==> config.mk <==
export PLATFORM = sky130hd
export DESIGN_NAME = aes_top
export DESIGN_NICKNAME = d
export VERILOG_FILES = /design/src/hdl/aes_cfg_pkg.sv /design/src/hdl/aes_data_pkg.sv /design/src/hdl/aes_regfile.sv /design/src/hdl/aes_fsm.sv /design/src/hdl/plaintext_source.sv /design/src/hdl/word_fifo.sv /design/src/hdl/cipher_sink.sv /design/src/hdl/aes_top.sv
export SDC_FILE = /design/constraint.sdc
export NUM_CORES = 1
export LEC_CHECK = 0
export ABC_CLOCK_PERIOD_IN_PS = 6780
export BUFFER_PORTS_ARGS = -buffer_cell sky130_fd_sc_hd__buf_2
export CORE_AREA = 2 2 134 234
export DETAILED_ROUTE_END_ITERATION = 6
export DIE_AREA = 0 0 136 236
export GPL_TIMING_DRIVEN = 0
export HOLD_SLACK_MARGIN = 0.02
export PLACE_DENSITY = 0.79
export SETUP_SLACK_MARGIN = 0.2
export SLEW_MARGIN = 30
export SYNTH_ARGS = -nofsm -noshare
export SYNTH_HDL_FRONTEND = slang
export SYNTH_HIERARCHICAL = 1
export SYNTH_SLANG_ARGS = --single-unit
==> constraint.sdc <==
create_clock -name clk -period 6.78 [get_ports clk]
set_clock_uncertainty 0.2 [all_clocks]
set_input_delay 1.017 -clock clk [delete_from_list [all_inputs] [get_ports clk]]
set_output_delay 1.017 -clock clk [all_outputs]
set_load 0.05 [all_outputs]
==> src/hdl/aes_cfg_pkg.sv <==
package aes_cfg_pkg;

  // Memory byte address width, shared by both ports
  localparam int ADDR_WIDTH = 32;

  // APB register offsets
  localparam logic [7:0] REG_CTRL   = 8'h00;
  localparam logic [7:0] REG_STATUS = 8'h04;
  localparam logic [7:0] REG_SRC    = 8'h08;
  localparam logic [7:0] REG_DST    = 8'h0C;
  localparam logic [7:0] REG_LEN    = 8'h10;
  localparam logic [7:0] REG_KEY    = 8'h14;

  // Bit positions inside the STATUS word
  localparam int STATUS_BUSY = 0;
  localparam int STATUS_DONE = 1;

endpackage

==> src/hdl/aes_data_pkg.sv <==
package aes_data_pkg;

  // Byte view, byte 3 is the most significant
  typedef struct packed {
    logic [7:0] b3;
    logic [7:0] b2;
    logic [7:0] b1;
    logic [7:0] b0;
  } aes_bytes_t;

  // One cipher word, seen whole or byte by byte
  typedef union packed {
    logic [31:0] word;
    aes_bytes_t  bytes;
  } aes_word_u;

  // Left rotation of the whole word after key mixing
  localparam int WORD_ROTATE = 8;

endpackage

==> src/hdl/aes_regfile.sv <==
module aes_regfile (
  input  logic                                 clk,
  input  logic                                 reset_n,
  input  logic                                 psel_i,
  input  logic                                 penable_i,
  input  logic                                 pwrite_i,
  input  logic [7:0]                           paddr_i,
  input  logic [31:0]                          pwdata_i,
  input  logic                                 busy_i,
  input  logic                                 done_i,
  output logic [31:0]                          prdata_o,
  output logic                                 pslverr_o,
  output logic                                 start_o,
  output logic [aes_cfg_pkg::ADDR_WIDTH-1:0]   src_base_o,
  output logic [aes_cfg_pkg::ADDR_WIDTH-1:0]   dst_base_o,
  output logic [15:0]                          length_o,
  output aes_data_pkg::aes_word_u              key_o
);

  logic [aes_cfg_pkg::ADDR_WIDTH-1:0] src_base_q;
  logic [aes_cfg_pkg::ADDR_WIDTH-1:0] dst_base_q;
  logic [15:0]                        length_q;
  aes_data_pkg::aes_word_u            key_q;
  logic                               start_q;
  logic                               done_q;
  logic                               access;
  logic                               addr_valid;
  logic                               busy_err;
  logic                               write_ok;

  // Access phase completes in the same cycle
  assign access = psel_i & penable_i;

  // Address decode and read mux
  always_comb begin
    addr_valid = 1'b1;
    busy_err   = 1'b0;
    prdata_o   = '0;
    case (paddr_i)
      aes_cfg_pkg::REG_CTRL: begin
        prdata_o = '0;
      end
      aes_cfg_pkg::REG_STATUS: begin
        prdata_o[aes_cfg_pkg::STATUS_BUSY] = busy_i;
        prdata_o[aes_cfg_pkg::STATUS_DONE] = done_q;
      end
      aes_cfg_pkg::REG_SRC: begin
        prdata_o = src_base_q;
        busy_err = pwrite_i & busy_i;
      end
      aes_cfg_pkg::REG_DST: begin
        prdata_o = dst_base_q;
        busy_err = pwrite_i & busy_i;
      end
      aes_cfg_pkg::REG_LEN: begin
        prdata_o = {16'h0000, length_q};
        busy_err = pwrite_i & busy_i;
      end
      aes_cfg_pkg::REG_KEY: begin
        prdata_o = key_q.word;
        busy_err = pwrite_i & busy_i;
      end
      default: begin
        addr_valid = 1'b0;
      end
    endcase
  end

  assign pslverr_o = access & (~addr_valid | busy_err);
  assign write_ok  = access & pwrite_i & addr_valid & ~busy_err;

  always_ff @(posedge clk or negedge reset_n) begin
    if (!reset_n) begin
      src_base_q <= '0;
      dst_base_q <= '0;
      length_q   <= '0;
      key_q      <= '0;
      start_q    <= 1'b0;
      done_q     <= 1'b0;
    end else begin
      // One-cycle trigger from CTRL bit 0
      start_q <= write_ok & (paddr_i == aes_cfg_pkg::REG_CTRL) & pwdata_i[0];
      // Sticky done, cleared only by a start the FSM will take
      if (done_i) begin
        done_q <= 1'b1;
      end else if (start_q & ~busy_i) begin
        done_q <= 1'b0;
      end
      if (write_ok) begin
        case (paddr_i)
          aes_cfg_pkg::REG_SRC: src_base_q <= pwdata_i;
          aes_cfg_pkg::REG_DST: dst_base_q <= pwdata_i;
          aes_cfg_pkg::REG_LEN: length_q   <= pwdata_i[15:0];
          aes_cfg_pkg::REG_KEY: key_q.word <= pwdata_i;
          default: ;
        endcase
      end
    end
  end

  assign start_o    = start_q;
  assign src_base_o = src_base_q;
  assign dst_base_o = dst_base_q;
  assign length_o   = length_q;
  assign key_o      = key_q;

  // Access phase must follow a setup phase
  a_apb_setup: assert property (@(posedge clk) disable iff (!reset_n)
    $rose(penable_i) |-> psel_i && $past(psel_i && !penable_i))
    else $error("APB access phase without setup phase");

endmodule

==> src/hdl/aes_fsm.sv <==
module aes_fsm (
  input  logic clk,
  input  logic reset_n,
  input  logic start_i,
  input  logic src_done_i,
  input  logic sink_done_i,
  input  logic fifo_empty_i,
  output logic job_start_o,
  output logic busy_o,
  output logic done_o
);

  localparam logic [1:0] IDLE     = 2'd0;
  localparam logic [1:0] STARTING = 2'd1;
  localparam logic [1:0] WORKING  = 2'd2;
  localparam logic [1:0] FINISHED = 2'd3;

  logic [1:0] state_q;
  logic [1:0] state_d;

  always_ff @(posedge clk or negedge reset_n) begin
    if (!reset_n) begin
      state_q <= IDLE;
    end else begin
      state_q <= state_d;
    end
  end

  always_comb begin
    state_d = state_q;
    case (state_q)
      // Start pulses outside IDLE are dropped
      IDLE: begin
        if (start_i) begin
          state_d = STARTING;
        end
      end
      STARTING: begin
        state_d = WORKING;
      end
      // Both streams drained and nothing left in flight
      WORKING: begin
        if (src_done_i && sink_done_i && fifo_empty_i) begin
          state_d = FINISHED;
        end
      end
      default: begin
        state_d = IDLE;
      end
    endcase
  end

  assign job_start_o = (state_q == STARTING);
  assign busy_o      = (state_q != IDLE);
  assign done_o      = (state_q == FINISHED);

  a_start_done: assert property (@(posedge clk) disable iff (!reset_n)
    !(job_start_o && done_o))
    else $error("job start and done raised together");

endmodule

==> src/hdl/plaintext_source.sv <==
module plaintext_source (
  input  logic                               clk,
  input  logic                               reset_n,
  input  logic                               job_start_i,
  input  logic [aes_cfg_pkg::ADDR_WIDTH-1:0] base_i,
  input  logic [15:0]                        length_i,
  input  logic                               rd_gnt_i,
  input  logic [31:0]                        rd_data_i,
  input  logic                               rd_valid_i,
  input  logic                               fifo_full_i,
  output logic                               rd_req_o,
  output logic [aes_cfg_pkg::ADDR_WIDTH-1:0] rd_addr_o,
  output logic                               push_o,
  output logic [31:0]                        push_data_o,
  output logic                               done_o
);

  logic [aes_cfg_pkg::ADDR_WIDTH-1:0] addr_q;
  logic [15:0]                        remaining_q;
  logic                               req_q;
  logic                               wait_q;
  logic                               issue;

  // Next request may overlap the return of the current word,
  // fifo_full_i already counts that word
  assign issue = (remaining_q != '0) && !req_q && (!wait_q || rd_valid_i) && !fifo_full_i;

  always_ff @(posedge clk or negedge reset_n) begin
    if (!reset_n) begin
      addr_q      <= '0;
      remaining_q <= '0;
      req_q       <= 1'b0;
      wait_q      <= 1'b0;
    end else if (job_start_i) begin
      addr_q      <= base_i;
      remaining_q <= length_i;
      req_q       <= 1'b0;
      wait_q      <= 1'b0;
    end else begin
      if (req_q && rd_gnt_i) begin
        req_q       <= 1'b0;
        wait_q      <= 1'b1;
        addr_q      <= addr_q + aes_cfg_pkg::ADDR_WIDTH'(4);
        remaining_q <= remaining_q - 16'd1;
      end else if (issue) begin
        req_q <= 1'b1;
      end
      if (wait_q && rd_valid_i) begin
        wait_q <= 1'b0;
      end
    end
  end

  assign rd_req_o    = req_q;
  assign rd_addr_o   = addr_q;
  assign push_o      = wait_q & rd_valid_i;
  assign push_data_o = rd_data_i;
  assign done_o      = (remaining_q == '0) && !req_q && !wait_q;

  a_rd_stable: assert property (@(posedge clk) disable iff (!reset_n)
    rd_req_o && !rd_gnt_i |=> rd_req_o && $stable(rd_addr_o))
    else $error("read request changed before grant");

endmodule

==> src/hdl/word_fifo.sv <==
module word_fifo #(
  parameter int FIFO_DEPTH = 4
) (
  input  logic        clk,
  input  logic        reset_n,
  input  logic        clear_i,
  input  logic        push_i,
  input  logic [31:0] push_data_i,
  input  logic        pop_i,
  output logic [31:0] pop_data_o,
  output logic        full_o,
  output logic        empty_o,
  output logic        almost_full_o
);

  localparam int PTR_W = $clog2(FIFO_DEPTH);

  logic [31:0]      mem_q [FIFO_DEPTH];
  logic [PTR_W-1:0] wr_ptr_q;
  logic [PTR_W-1:0] rd_ptr_q;
  logic [PTR_W:0]   count_q;

  always_ff @(posedge clk) begin
    if (push_i) begin
      mem_q[wr_ptr_q] <= push_data_i;
    end
  end

  // Pointers wrap on their own for a power-of-two depth
  always_ff @(posedge clk or negedge reset_n) begin
    if (!reset_n) begin
      wr_ptr_q <= '0;
      rd_ptr_q <= '0;
      count_q  <= '0;
    end else if (clear_i) begin
      wr_ptr_q <= '0;
      rd_ptr_q <= '0;
      count_q  <= '0;
    end else begin
      if (push_i) begin
        wr_ptr_q <= wr_ptr_q + 1'b1;
      end
      if (pop_i) begin
        rd_ptr_q <= rd_ptr_q + 1'b1;
      end
      if (push_i && !pop_i) begin
        count_q <= count_q + 1'b1;
      end else if (pop_i && !push_i) begin
        count_q <= count_q - 1'b1;
      end
    end
  end

  assign pop_data_o    = mem_q[rd_ptr_q];
  assign full_o        = (count_q == (PTR_W+1)'(FIFO_DEPTH));
  assign empty_o       = (count_q == '0);
  // One slot or fewer left
  assign almost_full_o = (count_q >= (PTR_W+1)'(FIFO_DEPTH - 1));

  a_no_overflow: assert property (@(posedge clk) disable iff (!reset_n) push_i |-> !full_o)
    else $error("push into full FIFO");
  a_no_underflow: assert property (@(posedge clk) disable iff (!reset_n) pop_i |-> !empty_o)
    else $error("pop from empty FIFO");

endmodule

==> src/hdl/cipher_sink.sv <==
module cipher_sink (
  input  logic                               clk,
  input  logic                               reset_n,
  input  logic                               job_start_i,
  input  logic [aes_cfg_pkg::ADDR_WIDTH-1:0] base_i,
  input  logic [15:0]                        length_i,
  input  aes_data_pkg::aes_word_u            key_i,
  input  logic [31:0]                        pop_data_i,
  input  logic                               fifo_empty_i,
  input  logic                               wr_gnt_i,
  output logic                               pop_o,
  output logic                               wr_req_o,
  output logic [aes_cfg_pkg::ADDR_WIDTH-1:0] wr_addr_o,
  output logic [31:0]                        wr_data_o,
  output logic                               done_o
);

  logic [aes_cfg_pkg::ADDR_WIDTH-1:0] addr_q;
  logic [15:0]                        remaining_q;
  logic                               req_q;
  logic [31:0]                        data_q;

  function automatic logic [7:0] rotl_byte(input logic [7:0] b);
    return {b[6:0], b[7]};
  endfunction

  // Key mixing per byte, then a rotation of the whole word
  function automatic logic [31:0] encipher(input logic [31:0] plain_word,
                                           input aes_data_pkg::aes_word_u key);
    aes_data_pkg::aes_word_u plain;
    aes_data_pkg::aes_word_u mixed;
    plain.word     = plain_word;
    mixed.bytes.b3 = rotl_byte(plain.bytes.b3 ^ key.bytes.b3);
    mixed.bytes.b2 = rotl_byte(plain.bytes.b2 ^ key.bytes.b2);
    mixed.bytes.b1 = rotl_byte(plain.bytes.b1 ^ key.bytes.b1);
    mixed.bytes.b0 = rotl_byte(plain.bytes.b0 ^ key.bytes.b0);
    return (mixed.word << aes_data_pkg::WORD_ROTATE) |
           (mixed.word >> (32 - aes_data_pkg::WORD_ROTATE));
  endfunction

  // Pop only with no write pending
  assign pop_o = !req_q && !fifo_empty_i && (remaining_q != '0);

  always_ff @(posedge clk) begin
    if (pop_o) begin
      data_q <= encipher(pop_data_i, key_i);
    end
  end

  always_ff @(posedge clk or negedge reset_n) begin
    if (!reset_n) begin
      addr_q      <= '0;
      remaining_q <= '0;
      req_q       <= 1'b0;
    end else if (job_start_i) begin
      addr_q      <= base_i;
      remaining_q <= length_i;
      req_q       <= 1'b0;
    end else if (req_q && wr_gnt_i) begin
      req_q       <= 1'b0;
      addr_q      <= addr_q + aes_cfg_pkg::ADDR_WIDTH'(4);
      remaining_q <= remaining_q - 16'd1;
    end else if (pop_o) begin
      req_q <= 1'b1;
    end
  end

  assign wr_req_o  = req_q;
  assign wr_addr_o = addr_q;
  assign wr_data_o = data_q;
  // Pending write is still counted in remaining_q
  assign done_o    = (remaining_q == '0);

  a_wr_stable: assert property (@(posedge clk) disable iff (!reset_n)
    wr_req_o && !wr_gnt_i |=> wr_req_o && $stable(wr_addr_o) && $stable(wr_data_o))
    else $error("write request changed before grant");

endmodule

==> src/hdl/aes_top.sv <==
module aes_top #(
  parameter int FIFO_DEPTH = 4
) (
  input  logic                               clk,
  input  logic                               reset_n,
  input  logic                               psel_i,
  input  logic                               penable_i,
  input  logic                               pwrite_i,
  input  logic [7:0]                         paddr_i,
  input  logic [31:0]                        pwdata_i,
  output logic [31:0]                        prdata_o,
  output logic                               pslverr_o,
  output logic                               rd_req_o,
  output logic [aes_cfg_pkg::ADDR_WIDTH-1:0] rd_addr_o,
  input  logic                               rd_gnt_i,
  input  logic [31:0]                        rd_data_i,
  input  logic                               rd_valid_i,
  output logic                               wr_req_o,
  output logic [aes_cfg_pkg::ADDR_WIDTH-1:0] wr_addr_o,
  output logic [31:0]                        wr_data_o,
  input  logic                               wr_gnt_i
);

  logic                               start;
  logic [aes_cfg_pkg::ADDR_WIDTH-1:0] src_base;
  logic [aes_cfg_pkg::ADDR_WIDTH-1:0] dst_base;
  logic [15:0]                        length;
  aes_data_pkg::aes_word_u            key;
  logic                               busy;
  logic                               done;
  logic                               job_start;
  logic                               src_done;
  logic                               sink_done;
  logic                               fifo_empty;
  logic                               fifo_almost_full;
  logic                               push;
  logic [31:0]                        push_data;
  logic                               pop;
  logic [31:0]                        pop_data;

  aes_regfile i_regfile (
    .clk, .reset_n, .psel_i, .penable_i, .pwrite_i, .paddr_i, .pwdata_i,
    .busy_i(busy), .done_i(done), .prdata_o, .pslverr_o, .start_o(start),
    .src_base_o(src_base), .dst_base_o(dst_base), .length_o(length), .key_o(key)
  );

  aes_fsm i_fsm (
    .clk, .reset_n, .start_i(start), .src_done_i(src_done), .sink_done_i(sink_done),
    .fifo_empty_i(fifo_empty), .job_start_o(job_start), .busy_o(busy), .done_o(done)
  );

  // Source holds back while the FIFO has no room beyond its pending read
  plaintext_source i_source (
    .clk, .reset_n, .job_start_i(job_start), .base_i(src_base), .length_i(length),
    .rd_gnt_i, .rd_data_i, .rd_valid_i, .fifo_full_i(fifo_almost_full),
    .rd_req_o, .rd_addr_o, .push_o(push), .push_data_o(push_data), .done_o(src_done)
  );

  word_fifo #(.FIFO_DEPTH(FIFO_DEPTH)) i_fifo (
    .clk, .reset_n, .clear_i(job_start), .push_i(push), .push_data_i(push_data),
    .pop_i(pop), .pop_data_o(pop_data), .full_o(), .empty_o(fifo_empty),
    .almost_full_o(fifo_almost_full)
  );

  cipher_sink i_sink (
    .clk, .reset_n, .job_start_i(job_start), .base_i(dst_base), .length_i(length),
    .key_i(key), .pop_data_i(pop_data), .fifo_empty_i(fifo_empty), .wr_gnt_i,
    .pop_o(pop), .wr_req_o, .wr_addr_o, .wr_data_o, .done_o(sink_done)
  );

endmodule

==> results.py, run 1 <==
metrics = {
    "worst_setup_path": {
        "cp.arrival_ns": 3.59,
        "worst_setup_path_start_kind": "input port",
        "crit_type": "input port to output pin",
        "r2r_start": "i_fsm/state_q[1]$_DFFE_PN0P_",
        "cp-startpoint": "paddr_i[2]",
        "worst-path-max-fanout": 10,
        "worst_ep_required_time_ns": 5.56,
        "endpoint_kind": "output pin",
    },
    "timing": {
        "grt_setup_unrepaired": "false",
        "hold_violations": 0,
        "post-route-period-util_pct": 70.87,
        "finalCriticalPeriod_ns": 4.805,
        "worstMarginPinSlew_ns": 0.9466,
        "fmax_mhz": 208.1,
        "finalSetupTns_ns": 0,
        "worst_slack_ns": 1.975,
        "relSlewSlack_pct": 36.90,
        "finalSetupViolCount": 0,
        "drv_slew": 0,
    },
    "floorplan": {
        "die_height_um": 236,
        "num_io_pins": 211,
        "core.rowCount": 85,
        "die_w_um": 136,
        "start_util_pct": 57.63,
        "coreArea_mm2": 0.03042,
        "die_area_mm2": 0.03210,
    },
    "clocking": {
        "hold_buffers": 0,
        "cts_tree": "yes",
        "cts-root-buf": "clkbuf_16",
        "post_cts_buffers": 0,
        "htreeDepth": 2,
        "cts_buffers": 34,
        "clk_pin_slew_ns": 0.07,
        "worstSkewPairLatency_ns": 0.53,
        "clock_sinks": 382,
        "clk_path_buf_depth": 3,
        "post_cts_resized": 0,
    },
    "final_layout": {
        "fill_cells": 2233,
        "layout.nets": 1628,
        "syn2layout_area_growth_pct": 15.37,
        "final_layout_size_suffix_gt1_share_pct": 29.38,
    },
    "grt": {
        "grt_pass1_vias": 12330,
        "grt_usage_pct": 30.04,
        "antenna_found_initial": 5,
        "grt-ovfl-total": 0,
        "grt_pass1_wl_um": 71930,
        "grt_max_degree": 84,
    },
    "place": {
        "dp_slack_ns": 2.058,
        "dpl.hpwl_um": 34920,
        "io_buffers": 177,
        "place_congestion": 0.9146,
    },
    "outcome": {
        "failed_checks": "design-rule violations",
        "status": "finished with violations",
    },
    "drt": {
        "ant_nets": 0,
        "vias": 12040,
        "drcViolationCount": 1,
        "wire_per_inst_um": 24.23,
        "first_pass_iters": 7,
        "viasPerCell": 6.161,
        "drt_wl_total_um": 47340,
        "drt_first_iter_violations": 975,
    },
    "power": {
        "leakage_nw": 8.619,
        "cellPowerDensity_mw_per_mm2": 369.0,
        "power_mw": 7.464,
        "vdd_drop_max_uv": 325.6,
    },
    "logic_synthesis": {
        "synthCells": 1311,
        "yosys_warnings": 6,
        "synth_area_mm2": 0.01753,
        "avgSynthCellArea_um2": 13.37,
        "synth_nets": 1404,
    },
    "job": {
        "maxCapViolations": 0,
    },
    "worst_hold_path": {
        "min_path_type": "input port to asynchronous set/reset pin",
    },
}
critical path: stages:
cell	delay, ns
buf_2	0.26
nor4b_1	0.39
clkbuf_1	0.48
clkbuf_1	0.55
a22oi_1	0.16
o22ai_1	0.38
buf_2	0.34
stage by stage:
stage / hold slack [ns] / util [%] / area [um^2] / cells
global placement: 0.2623 / 62.16 / 18910 / 1879
global route: 0.2391 / 66.50 / 20230 / 1954
finish: 0.2095 / 66.50 / 20230 / 1954
CTS: 0.2304 / 66.41 / 20200 / 1950
detailed placement: 0.2841 / 62.89 / 19130 / 1890
floorplan: 0.2488 / - / 17530 / 1311
cell type report:
type	instances	area (um^2)	share of cell area (%)
repair buffers	188	1099	5.431
clock inverters	15	148.9	0.7362
well taps	391	489.2	2.419
clock buffers	45	923.4	4.565
plain buffers	98	594.3	2.938
multi-input cells	810	6523	32.25
inverters	21	78.83	0.3897
flip-flops and latches	382	10360	51.22
diodes	4	10.01	0.04949
final timing paths:
kind,end,slack (ns),cells after the start
max in group asynchronous,i_regfile/key_o[27]$_DFFE_PN0P_,4.99,3
min in group clk,i_regfile/done_q$_DFFE_PN0P_,0.31,1
setup / recovery,prdata_o[3],1.97,7
hold reg to reg,i_regfile/done_q$_DFFE_PN0P_,0.31,1
setup reg to reg,i_sink/wr_req_o$_DFFE_PN0P_,3.43,8
hold / removal,i_regfile/dst_base_o[9]$_DFFE_PN0P_,0.21,1
sequential cells by signal, indices dropped and copies added (netlist names), 2 cells and up:
signal	cells
i_source/rd_addr_o	32
i_fsm/state_q	2
i_regfile/dst_base_o	32
i_sink/remaining_q	16
i_fifo/wr_ptr_q	2
i_sink/wr_addr_o	32
i_fifo/count_q	3
i_source/remaining_q	16
i_regfile/key_o	32
i_sink/wr_data_o	32
i_regfile/length_o	16
i_regfile/src_base_o	32
i_fifo/rd_ptr_q	2
i_fifo/mem_q	128
report_power, final:
part | switching (mW) | internal (mW) | leakage (nW)
combinational | 1.64 | 0.809 | 3.63
clock | 0.831 | 1.08 | 0.523
sequential | 0.282 | 2.83 | 4.47
metal layers:
layer	wire length, um	vias up	track usage, %
met4	3243	2	18.24
met1	17400	6091	36.33
li1	-	5285	-
met5	13	-	0
met2	24010	514	50.22
met3	2673	147	4.599
cell usage in the layout, fill, tap and decap left out, types with 5 or more instances in the layout:
master	count
inv_1	20
nand2_1	105
clkinv_1	7
a21oi_1	5
o22ai_1	15
xor2_1	63
edfxtp_1	160
o2bb2ai_1	16
ha_1	12
o21ai_1	5
mux4_2	28
o21ai_0	71
nor3_1	24
or3_1	8
nor2_1	44
xnor2_1	38
mux2i_1	35
nand4_1	24
clkbuf_1	46
a31oi_1	14
dfrtp_1	222
buf_16	6
buf_2	192
clkbuf_16	35
nor4_1	13
o31ai_1	11
mux2_4	31
and4_1	7
and2_1	6
buf_4	39
or4_4	5
and3_1	9
nand3_1	31
or4_1	18
a22oi_1	19
mux2_2	83
nor2b_1	7
nand2b_1	5
Power figures use the tool's default switching activity.
==> inputs of run 2 (changes only) <==
--- a/config.mk
+++ b/config.mk
@@ -5,14 +5,14 @@
 export SDC_FILE = /design/constraint.sdc
 export NUM_CORES = 1
 export LEC_CHECK = 0
-export ABC_CLOCK_PERIOD_IN_PS = 6780
+export ABC_CLOCK_PERIOD_IN_PS = 4320
 export BUFFER_PORTS_ARGS = -buffer_cell sky130_fd_sc_hd__buf_2
-export CORE_AREA = 2 2 134 234
+export CORE_AREA = 2 2 141 246
 export DETAILED_ROUTE_END_ITERATION = 6
-export DIE_AREA = 0 0 136 236
+export DIE_AREA = 0 0 143 248
 export GPL_TIMING_DRIVEN = 0
 export HOLD_SLACK_MARGIN = 0.02
-export PLACE_DENSITY = 0.79
+export PLACE_DENSITY = 0.75
 export SETUP_SLACK_MARGIN = 0.2
 export SLEW_MARGIN = 30
 export SYNTH_ARGS = -nofsm -noshare
==> constraint.sdc (replaced) <==
create_clock -name clk -period 4.32 [get_ports clk]
set_clock_uncertainty 0.2 [all_clocks]
set_input_delay 0.648 -clock clk [delete_from_list [all_inputs] [get_ports clk]]
set_output_delay 0.648 -clock clk [all_outputs]
set_load 0.05 [all_outputs]
==> run 2 against run 1 <==
The run now ends clean. Cell area up 0.56%. Sequential share of layout area down 0.29 points. Cell count grew 3.4%. Non-clock buffer count decreased by 1. Count of clock-buffer cells in the layout up 8. Clock power increased by 59%. Setup slack got worse by 1.6 ns. Worst hold slack got worse by 0.10 ns. Die area grew 10%. Total power up 57%.
==> results.py, run 2 (synthesis results as in run 1) <==
metrics = {
    "final_layout": {
        "layout.nets": 1628,
        "fill_cells": 2639,
        "mostFrequentLayoutCells": "dfrtp_1 (222), buf_2 (192), edfxtp_1 (160)",
        "fin_area_mm2": 0.02034,
        "largest_reg_flops": 128,
        "regMostFlops": "i_fifo/mem_q",
        "syn2layout_area_growth_pct": 16.02,
        "final_layout_size_suffix_gt1_share_pct": 29.66,
        "layout_commonest_cell": "dfrtp_1",
    },
    "place": {
        "place_congestion": 0.9331,
        "place_area_mm2": 0.01920,
        "io_buffers": 177,
        "dp_slack_ns": 0.2452,
        "dpl.hpwl_um": 35610,
    },
    "worst_setup_path": {
        "crit_family": "buffers and inverters",
        "path_cells": "buf_2 > nor4b_1 > clkbuf_2 > nor2b_1 > clkbuf_1 > buf_2 > o2bb2ai_1 > buf_2",
        "worst_setup_path_start_kind": "input port",
        "endpoint_kind": "output pin",
        "cp_common_cell": "buf_2",
        "slowest_stage": "nor4b_1",
        "cp.arrival_ns": 3.10,
        "worst_ep_required_time_ns": 3.47,
        "slowest_delay_ns": 0.42,
        "r2r_start": "i_sink/remaining_q[0]$_DFFE_PN0N_",
        "cp_num_buf_inv": 5,
        "path_depth": 8,
        "worst-path-max-fanout": 10,
        "crit_type": "input port to output pin",
        "ff2ff_path_depth": 10,
        "cp-startpoint": "paddr_i[2]",
    },
    "job": {
        "maxCapViolations": 0,
    },
    "floorplan": {
        "coreArea_mm2": 0.03352,
        "die_area_mm2": 0.03546,
        "num_io_pins": 211,
        "core.rowCount": 89,
        "die_height_um": 248,
        "die_w_um": 143,
        "start_util_pct": 52.30,
    },
    "grt": {
        "grt-ovfl-total": 0,
        "grt_pass1_wl_um": 71990,
        "grt_usage_pct": 27.26,
        "antenna_found_initial": 6,
        "grt_pass1_vias": 12050,
        "grt_max_degree": 82,
    },
    "drt": {
        "drcViolationCount": 0,
        "viasPerCell": 5.882,
        "wl_met3_um": 2725,
        "first_pass_iters": 5,
        "ant_nets": 0,
        "wl_met1_um": 17490,
        "wire_per_inst_um": 23.74,
        "vias": 11890,
        "dr.max_layer_used": "met5",
        "met2RoutedLength_um": 25330,
        "drt_wl_total_um": 47990,
        "drt_first_iter_violations": 818,
    },
    "power": {
        "power_mw": 11.74,
        "cellPowerDensity_mw_per_mm2": 577.4,
        "leakage_nw": 8.638,
        "vdd_drop_max_uv": 357.1,
    },
    "timing": {
        "finalCriticalPeriod_ns": 3.952,
        "grt_setup_unrepaired": "false",
        "worstMarginPinSlew_ns": 0.9818,
        "finalSetupTns_ns": 0,
        "finalSetupViolCount": 0,
        "post-route-period-util_pct": 91.49,
        "drv_slew": 0,
        "relSlewSlack_pct": 34.55,
        "worst_slack_ns": 0.3677,
        "hold_violations": 0,
        "fmax_mhz": 253.0,
        "worst_hold_slack_ns": 0.1054,
    },
    "clocking": {
        "htreeDepth": 2,
        "cts-root-buf": "clkbuf_16",
        "clock_sinks": 382,
        "worstSkewPairLatency_ns": 0.54,
        "cts_buffers": 35,
        "clk_path_buf_depth": 3,
        "post_cts_buffers": 0,
        "cts_tree": "yes",
        "clk_pin_slew_ns": 0.06,
    },
    "worst_hold_path": {
        "hold_depth": 1,
        "min_from": "rd_data_i[21]",
        "min_path_type": "input port to register",
    },
    "outcome": {
        "status": "finished, final reports clean",
    },
}
-- run 2: cell types whose count changed in the layout (fill, tap and decap cells not counted), moves of 2 or more --
| cell | delta |
|---|---|
| clkinv_1 | -6 |
| buf_4 | -5 |
| clkbuf_8 | +4 |
| buf_6 | +3 |
| buf_12 | +2 |
| buf_16 | -2 |
| bufinv_16 | -2 |
| clkbuf_1 | +2 |
| clkinv_2 | +2 |
-- run 2: cell type report --
type / instances / area [um^2] / share of cell area, %
flip-flops and latches: 382 / 10360 / 50.93
multi-input cells: 810 / 6529 / 32.10
repair buffers: 187 / 1090 / 5.358
clock buffers: 53 / 1015 / 4.989
plain buffers: 98 / 595.6 / 2.928
well taps: 455 / 569.3 / 2.799
clock inverters: 10 / 90.09 / 0.4429
inverters: 21 / 78.83 / 0.3875
diodes: 5 / 12.51 / 0.06152
-- run 2: stage by stage --
| step | instances | utilization [%] |
|---|---|---|
| 2_1_floorplan | 1311 | - |
| 3_3_place_gp | 1943 | 56.66 |
| 3_5_place_dp | 1952 | 57.30 |
| 4_1_cts | 2016 | 60.62 |
| 5_1_grt | 2021 | 60.68 |
| 6_report | 2021 | 60.68 |
-- run 2: report_power, final --
group | switching, mW | internal (mW) | leakage (nW) | total [mW]
sequential | 0.439 | 4.44 | 4.47 | 4.88
clock | 1.35 | 1.70 | 0.545 | 3.04
combinational | 2.56 | 1.27 | 3.62 | 3.82
total | 4.34 | 7.40 | 8.64 | 11.7
-- run 2: routing by layer --
layer	global-route usage (%)	vias up
met5	0	-
met4	13.25	2
met3	4.187	119
met2	48.18	460
met1	32.29	6026
li1	-	5281
-- run 2: path summary, 6_finish.rpt --
path,end,slack (ns)
max in group asynchronous,i_sink/wr_addr_o[7]$_DFFE_PN0N_,2.20
worst min register to register,i_regfile/done_q$_DFFE_PN0P_,0.29
worst min-delay path,i_fifo/mem_q[1][21]$_DFFE_PP_,0.11
min in group asynchronous,i_regfile/key_o[17]$_DFFE_PN0P_,0.48
worst max register to register,i_fifo/count_q[1]$_DFFE_PN0P_,0.92
worst max-delay path,prdata_o[23],0.37
-- run 2: what timing repair did --
item                                   in CTS  in global routing
setup endpoints to repair                   0                 13
endpoints found under the hold margin      71                  0
gates resized for setup                     0                  2
hold buffers                                1                  0
==> inputs of run 3 (changes only) <==
--- a/config.mk
+++ b/config.mk
@@ -7,9 +7,9 @@
 export LEC_CHECK = 0
 export ABC_CLOCK_PERIOD_IN_PS = 4320
 export BUFFER_PORTS_ARGS = -buffer_cell sky130_fd_sc_hd__buf_2
-export CORE_AREA = 2 2 141 246
+export CORE_AREA = 5 5 144 249
 export DETAILED_ROUTE_END_ITERATION = 6
-export DIE_AREA = 0 0 143 248
+export DIE_AREA = 0 0 149 254
 export GPL_TIMING_DRIVEN = 0
 export HOLD_SLACK_MARGIN = 0.02
 export PLACE_DENSITY = 0.75
==> constraint.sdc (replaced) <==
create_clock -name clk -period 4.32 [get_ports clk]
set_clock_uncertainty 0.2 [all_clocks]
set_input_delay 0.864 -clock clk [delete_from_list [all_inputs] [get_ports clk]]
set_output_delay 0.864 -clock clk [all_outputs]
set_load 0.05 [all_outputs]
==> run 3 against run 2 <==
First-iteration DRC count rose by 20%. Count of clock-buffer cells in the layout shrank 7. Largest cell class unchanged. Cell area rose by 0.73%. Critical path type unchanged. Sequential power barely moved. Combinational power hardly changed. Total power grew 1.9%. Die area increased by 6.7%. Critical path depth is the same. Register-to-register slack improved by 0.15 ns.
==> results.py, run 3 (synthesis results as in run 1) <==
metrics = {
    "final_layout": {
        "layout.nets": 1629,
        "layout_commonest_cell": "dfrtp_1",
        "syn2layout_area_growth_pct": 16.87,
        "regMostFlops": "i_fifo/mem_q",
        "mostFrequentLayoutCells": "dfrtp_1 (222), buf_2 (190), edfxtp_1 (160)",
        "fill_cells": 2700,
        "finalCoreUtilization_pct": 60.92,
        "multi_input_area_mm2": 0.006535,
        "final_layout_size_suffix_gt1_share_pct": 30.41,
        "largest_reg_flops": 128,
        "ff_latch_area_mm2": 0.01036,
        "final_cells": 2021,
    },
    "grt": {
        "grt-ovfl-total": 0,
        "grt_max_degree": 82,
        "grt_usage_pct": 25.07,
        "grt_pass1_vias": 12200,
        "grt_pass1_wl_um": 72420,
        "antenna_found_initial": 6,
    },
    "timing": {
        "finalCriticalPeriod_ns": 4.042,
        "drv_slew": 0,
        "grt_setup_unrepaired": "true",
        "fmax_mhz": 247.4,
        "post-route-period-util_pct": 93.55,
        "finalSetupViolCount": 0,
        "hold_violations": 0,
        "worstMarginPinSlew_ns": 0.9835,
        "relSlewSlack_pct": 34.43,
        "worst_hold_slack_ns": 0.2885,
        "finalSetupTns_ns": 0,
    },
    "worst_setup_path": {
        "r2r_slack_ns": 1.07,
        "ff2ff_path_depth": 9,
        "endpoint_kind": "output pin",
        "worst_setup_path_start_kind": "input port",
        "cp.arrival_ns": 2.98,
        "r2r_end": "i_fifo/count_q[1]$_DFFE_PN0P_",
        "worst-path-max-fanout": 10,
        "crit_type": "input port to output pin",
        "r2r_start": "i_sink/remaining_q[0]$_DFFE_PN0N_",
        "worst_ep_required_time_ns": 3.26,
    },
    "floorplan": {
        "core.rowCount": 89,
        "die_height_um": 254,
        "coreArea_mm2": 0.03363,
        "num_io_pins": 211,
        "start_util_pct": 52.13,
        "die_w_um": 149,
        "die_area_mm2": 0.03785,
    },
    "place": {
        "io_buffers": 177,
        "dpl.cell_count": 1953,
        "dpl.hpwl_um": 35810,
        "place_congestion": 0.8880,
    },
    "worst_hold_path": {
        "min_path_type": "register to register",
        "min_from": "i_regfile/done_q$_DFFE_PN0P_",
        "hold_depth": 1,
        "hold_end": "i_regfile/done_q$_DFFE_PN0P_",
    },
    "clocking": {
        "cts-root-buf": "clkbuf_16",
        "htreeDepth": 2,
        "clk_pin_slew_ns": 0.07,
        "clk_path_buf_depth": 3,
        "clock_sinks": 382,
        "worstSkewPairLatency_ns": 0.53,
        "cts_tree": "yes",
        "post_cts_buffers": 0,
        "cts_buffers": 35,
    },
    "power": {
        "leakage_nw": 8.711,
        "vdd_drop_max_uv": 448.5,
        "cellPowerDensity_mw_per_mm2": 584.3,
    },
    "drt": {
        "wire_per_inst_um": 23.50,
        "vias": 11870,
        "drcViolationCount": 0,
        "drt_wl_total_um": 47500,
        "drt_first_iter_violations": 978,
        "ant_nets": 0,
        "viasPerCell": 5.873,
        "first_pass_iters": 5,
    },
    "job": {
        "maxCapViolations": 0,
    },
    "outcome": {
        "status": "finished, final reports clean",
    },
}
-- run 3: cell types whose count changed in the layout (fill, tap and decap cells not counted), moves of 2 or more --
cell and change:
buf_2 -2, buf_6 -2, buf_8 +2, bufinv_16 +3, clkbuf_1 -12, clkbuf_2 +4
clkbuf_4 +2, clkinv_1 +2, clkinvlp_4 +2
-- run 3: power by group --
group | switching [mW] | internal (mW) | total, mW
Combinational | 2.57 | 1.28 | 3.85
Sequential | 0.433 | 4.44 | 4.87
Clock | 1.35 | 1.90 | 3.25
Total | 4.35 | 7.62 | 12.0
-- run 3: timing repair --
item,CTS,global route
hold buffers,1,0
endpoints found under the hold margin,18,0
endpoints found under the setup margin,21,14
gates resized for setup,4,8
pin swaps,0,0
-- run 3: worst max-delay path by stage --
stage | start | to | slack, ns | depth (start not counted)
global route | paddr_i[2] | prdata_o[23] | 0.19 | 8
finish | paddr_i[5] | prdata_o[23] | 0.28 | 8
CTS | paddr_i[5] | prdata_o[23] | 0.18 | 8
floorplan | paddr_i[2] | prdata_o[0] | 0.47 | 6
detailed placement | paddr_i[2] | prdata_o[23] | -0.16 | 8
global placement | reset_n | i_regfile/src_base_o[9]$_DFFE_PN0P_ | -1.68 | 1
-- run 3: critical path, stage by stage --
cell and delay [ns]:
buf_2 0.12, or4b_1 0.54, clkbuf_2 0.25, nor2b_1 0.15, clkbuf_2 0.24, buf_2 0.28, o2bb2ai_1 0.22, clkbuf_4 0.31
-- run 3: metal layers --
layer | vias up | global-route usage [%] | wire (um)
li1 | 5299 | - | -
met1 | 5956 | 30.26 | 17380
met2 | 480 | 42.64 | 24410
met3 | 130 | 4.175 | 2782
met4 | 4 | 14.01 | 2898
met5 | - | 0 | 21
-- run 3: final cells by class --
class | instances | area share, %
repair buffers | 188 | 5.515
multi-input cells | 810 | 31.90
clock buffers | 46 | 4.929
flip-flops and latches | 382 | 50.57
well taps | 455 | 2.779
inverters | 21 | 0.3848
plain buffers | 98 | 2.931
diodes | 4 | 0.04886
clock inverters | 17 | 0.9466
-- run 3: through the flow --
stage / area, um^2 / worst slack [ns] / power (mW)
finish: 20490 / 0.2785 / 11.97
floorplan: 17540 / 0.4659 / 7.610
CTS: 20460 / 0.1788 / 12.03
detailed placement: 19230 / -0.1553 / 8.755
global route: 20490 / 0.1897 / 12.50
global placement: 18990 / -1.681 / 8.571
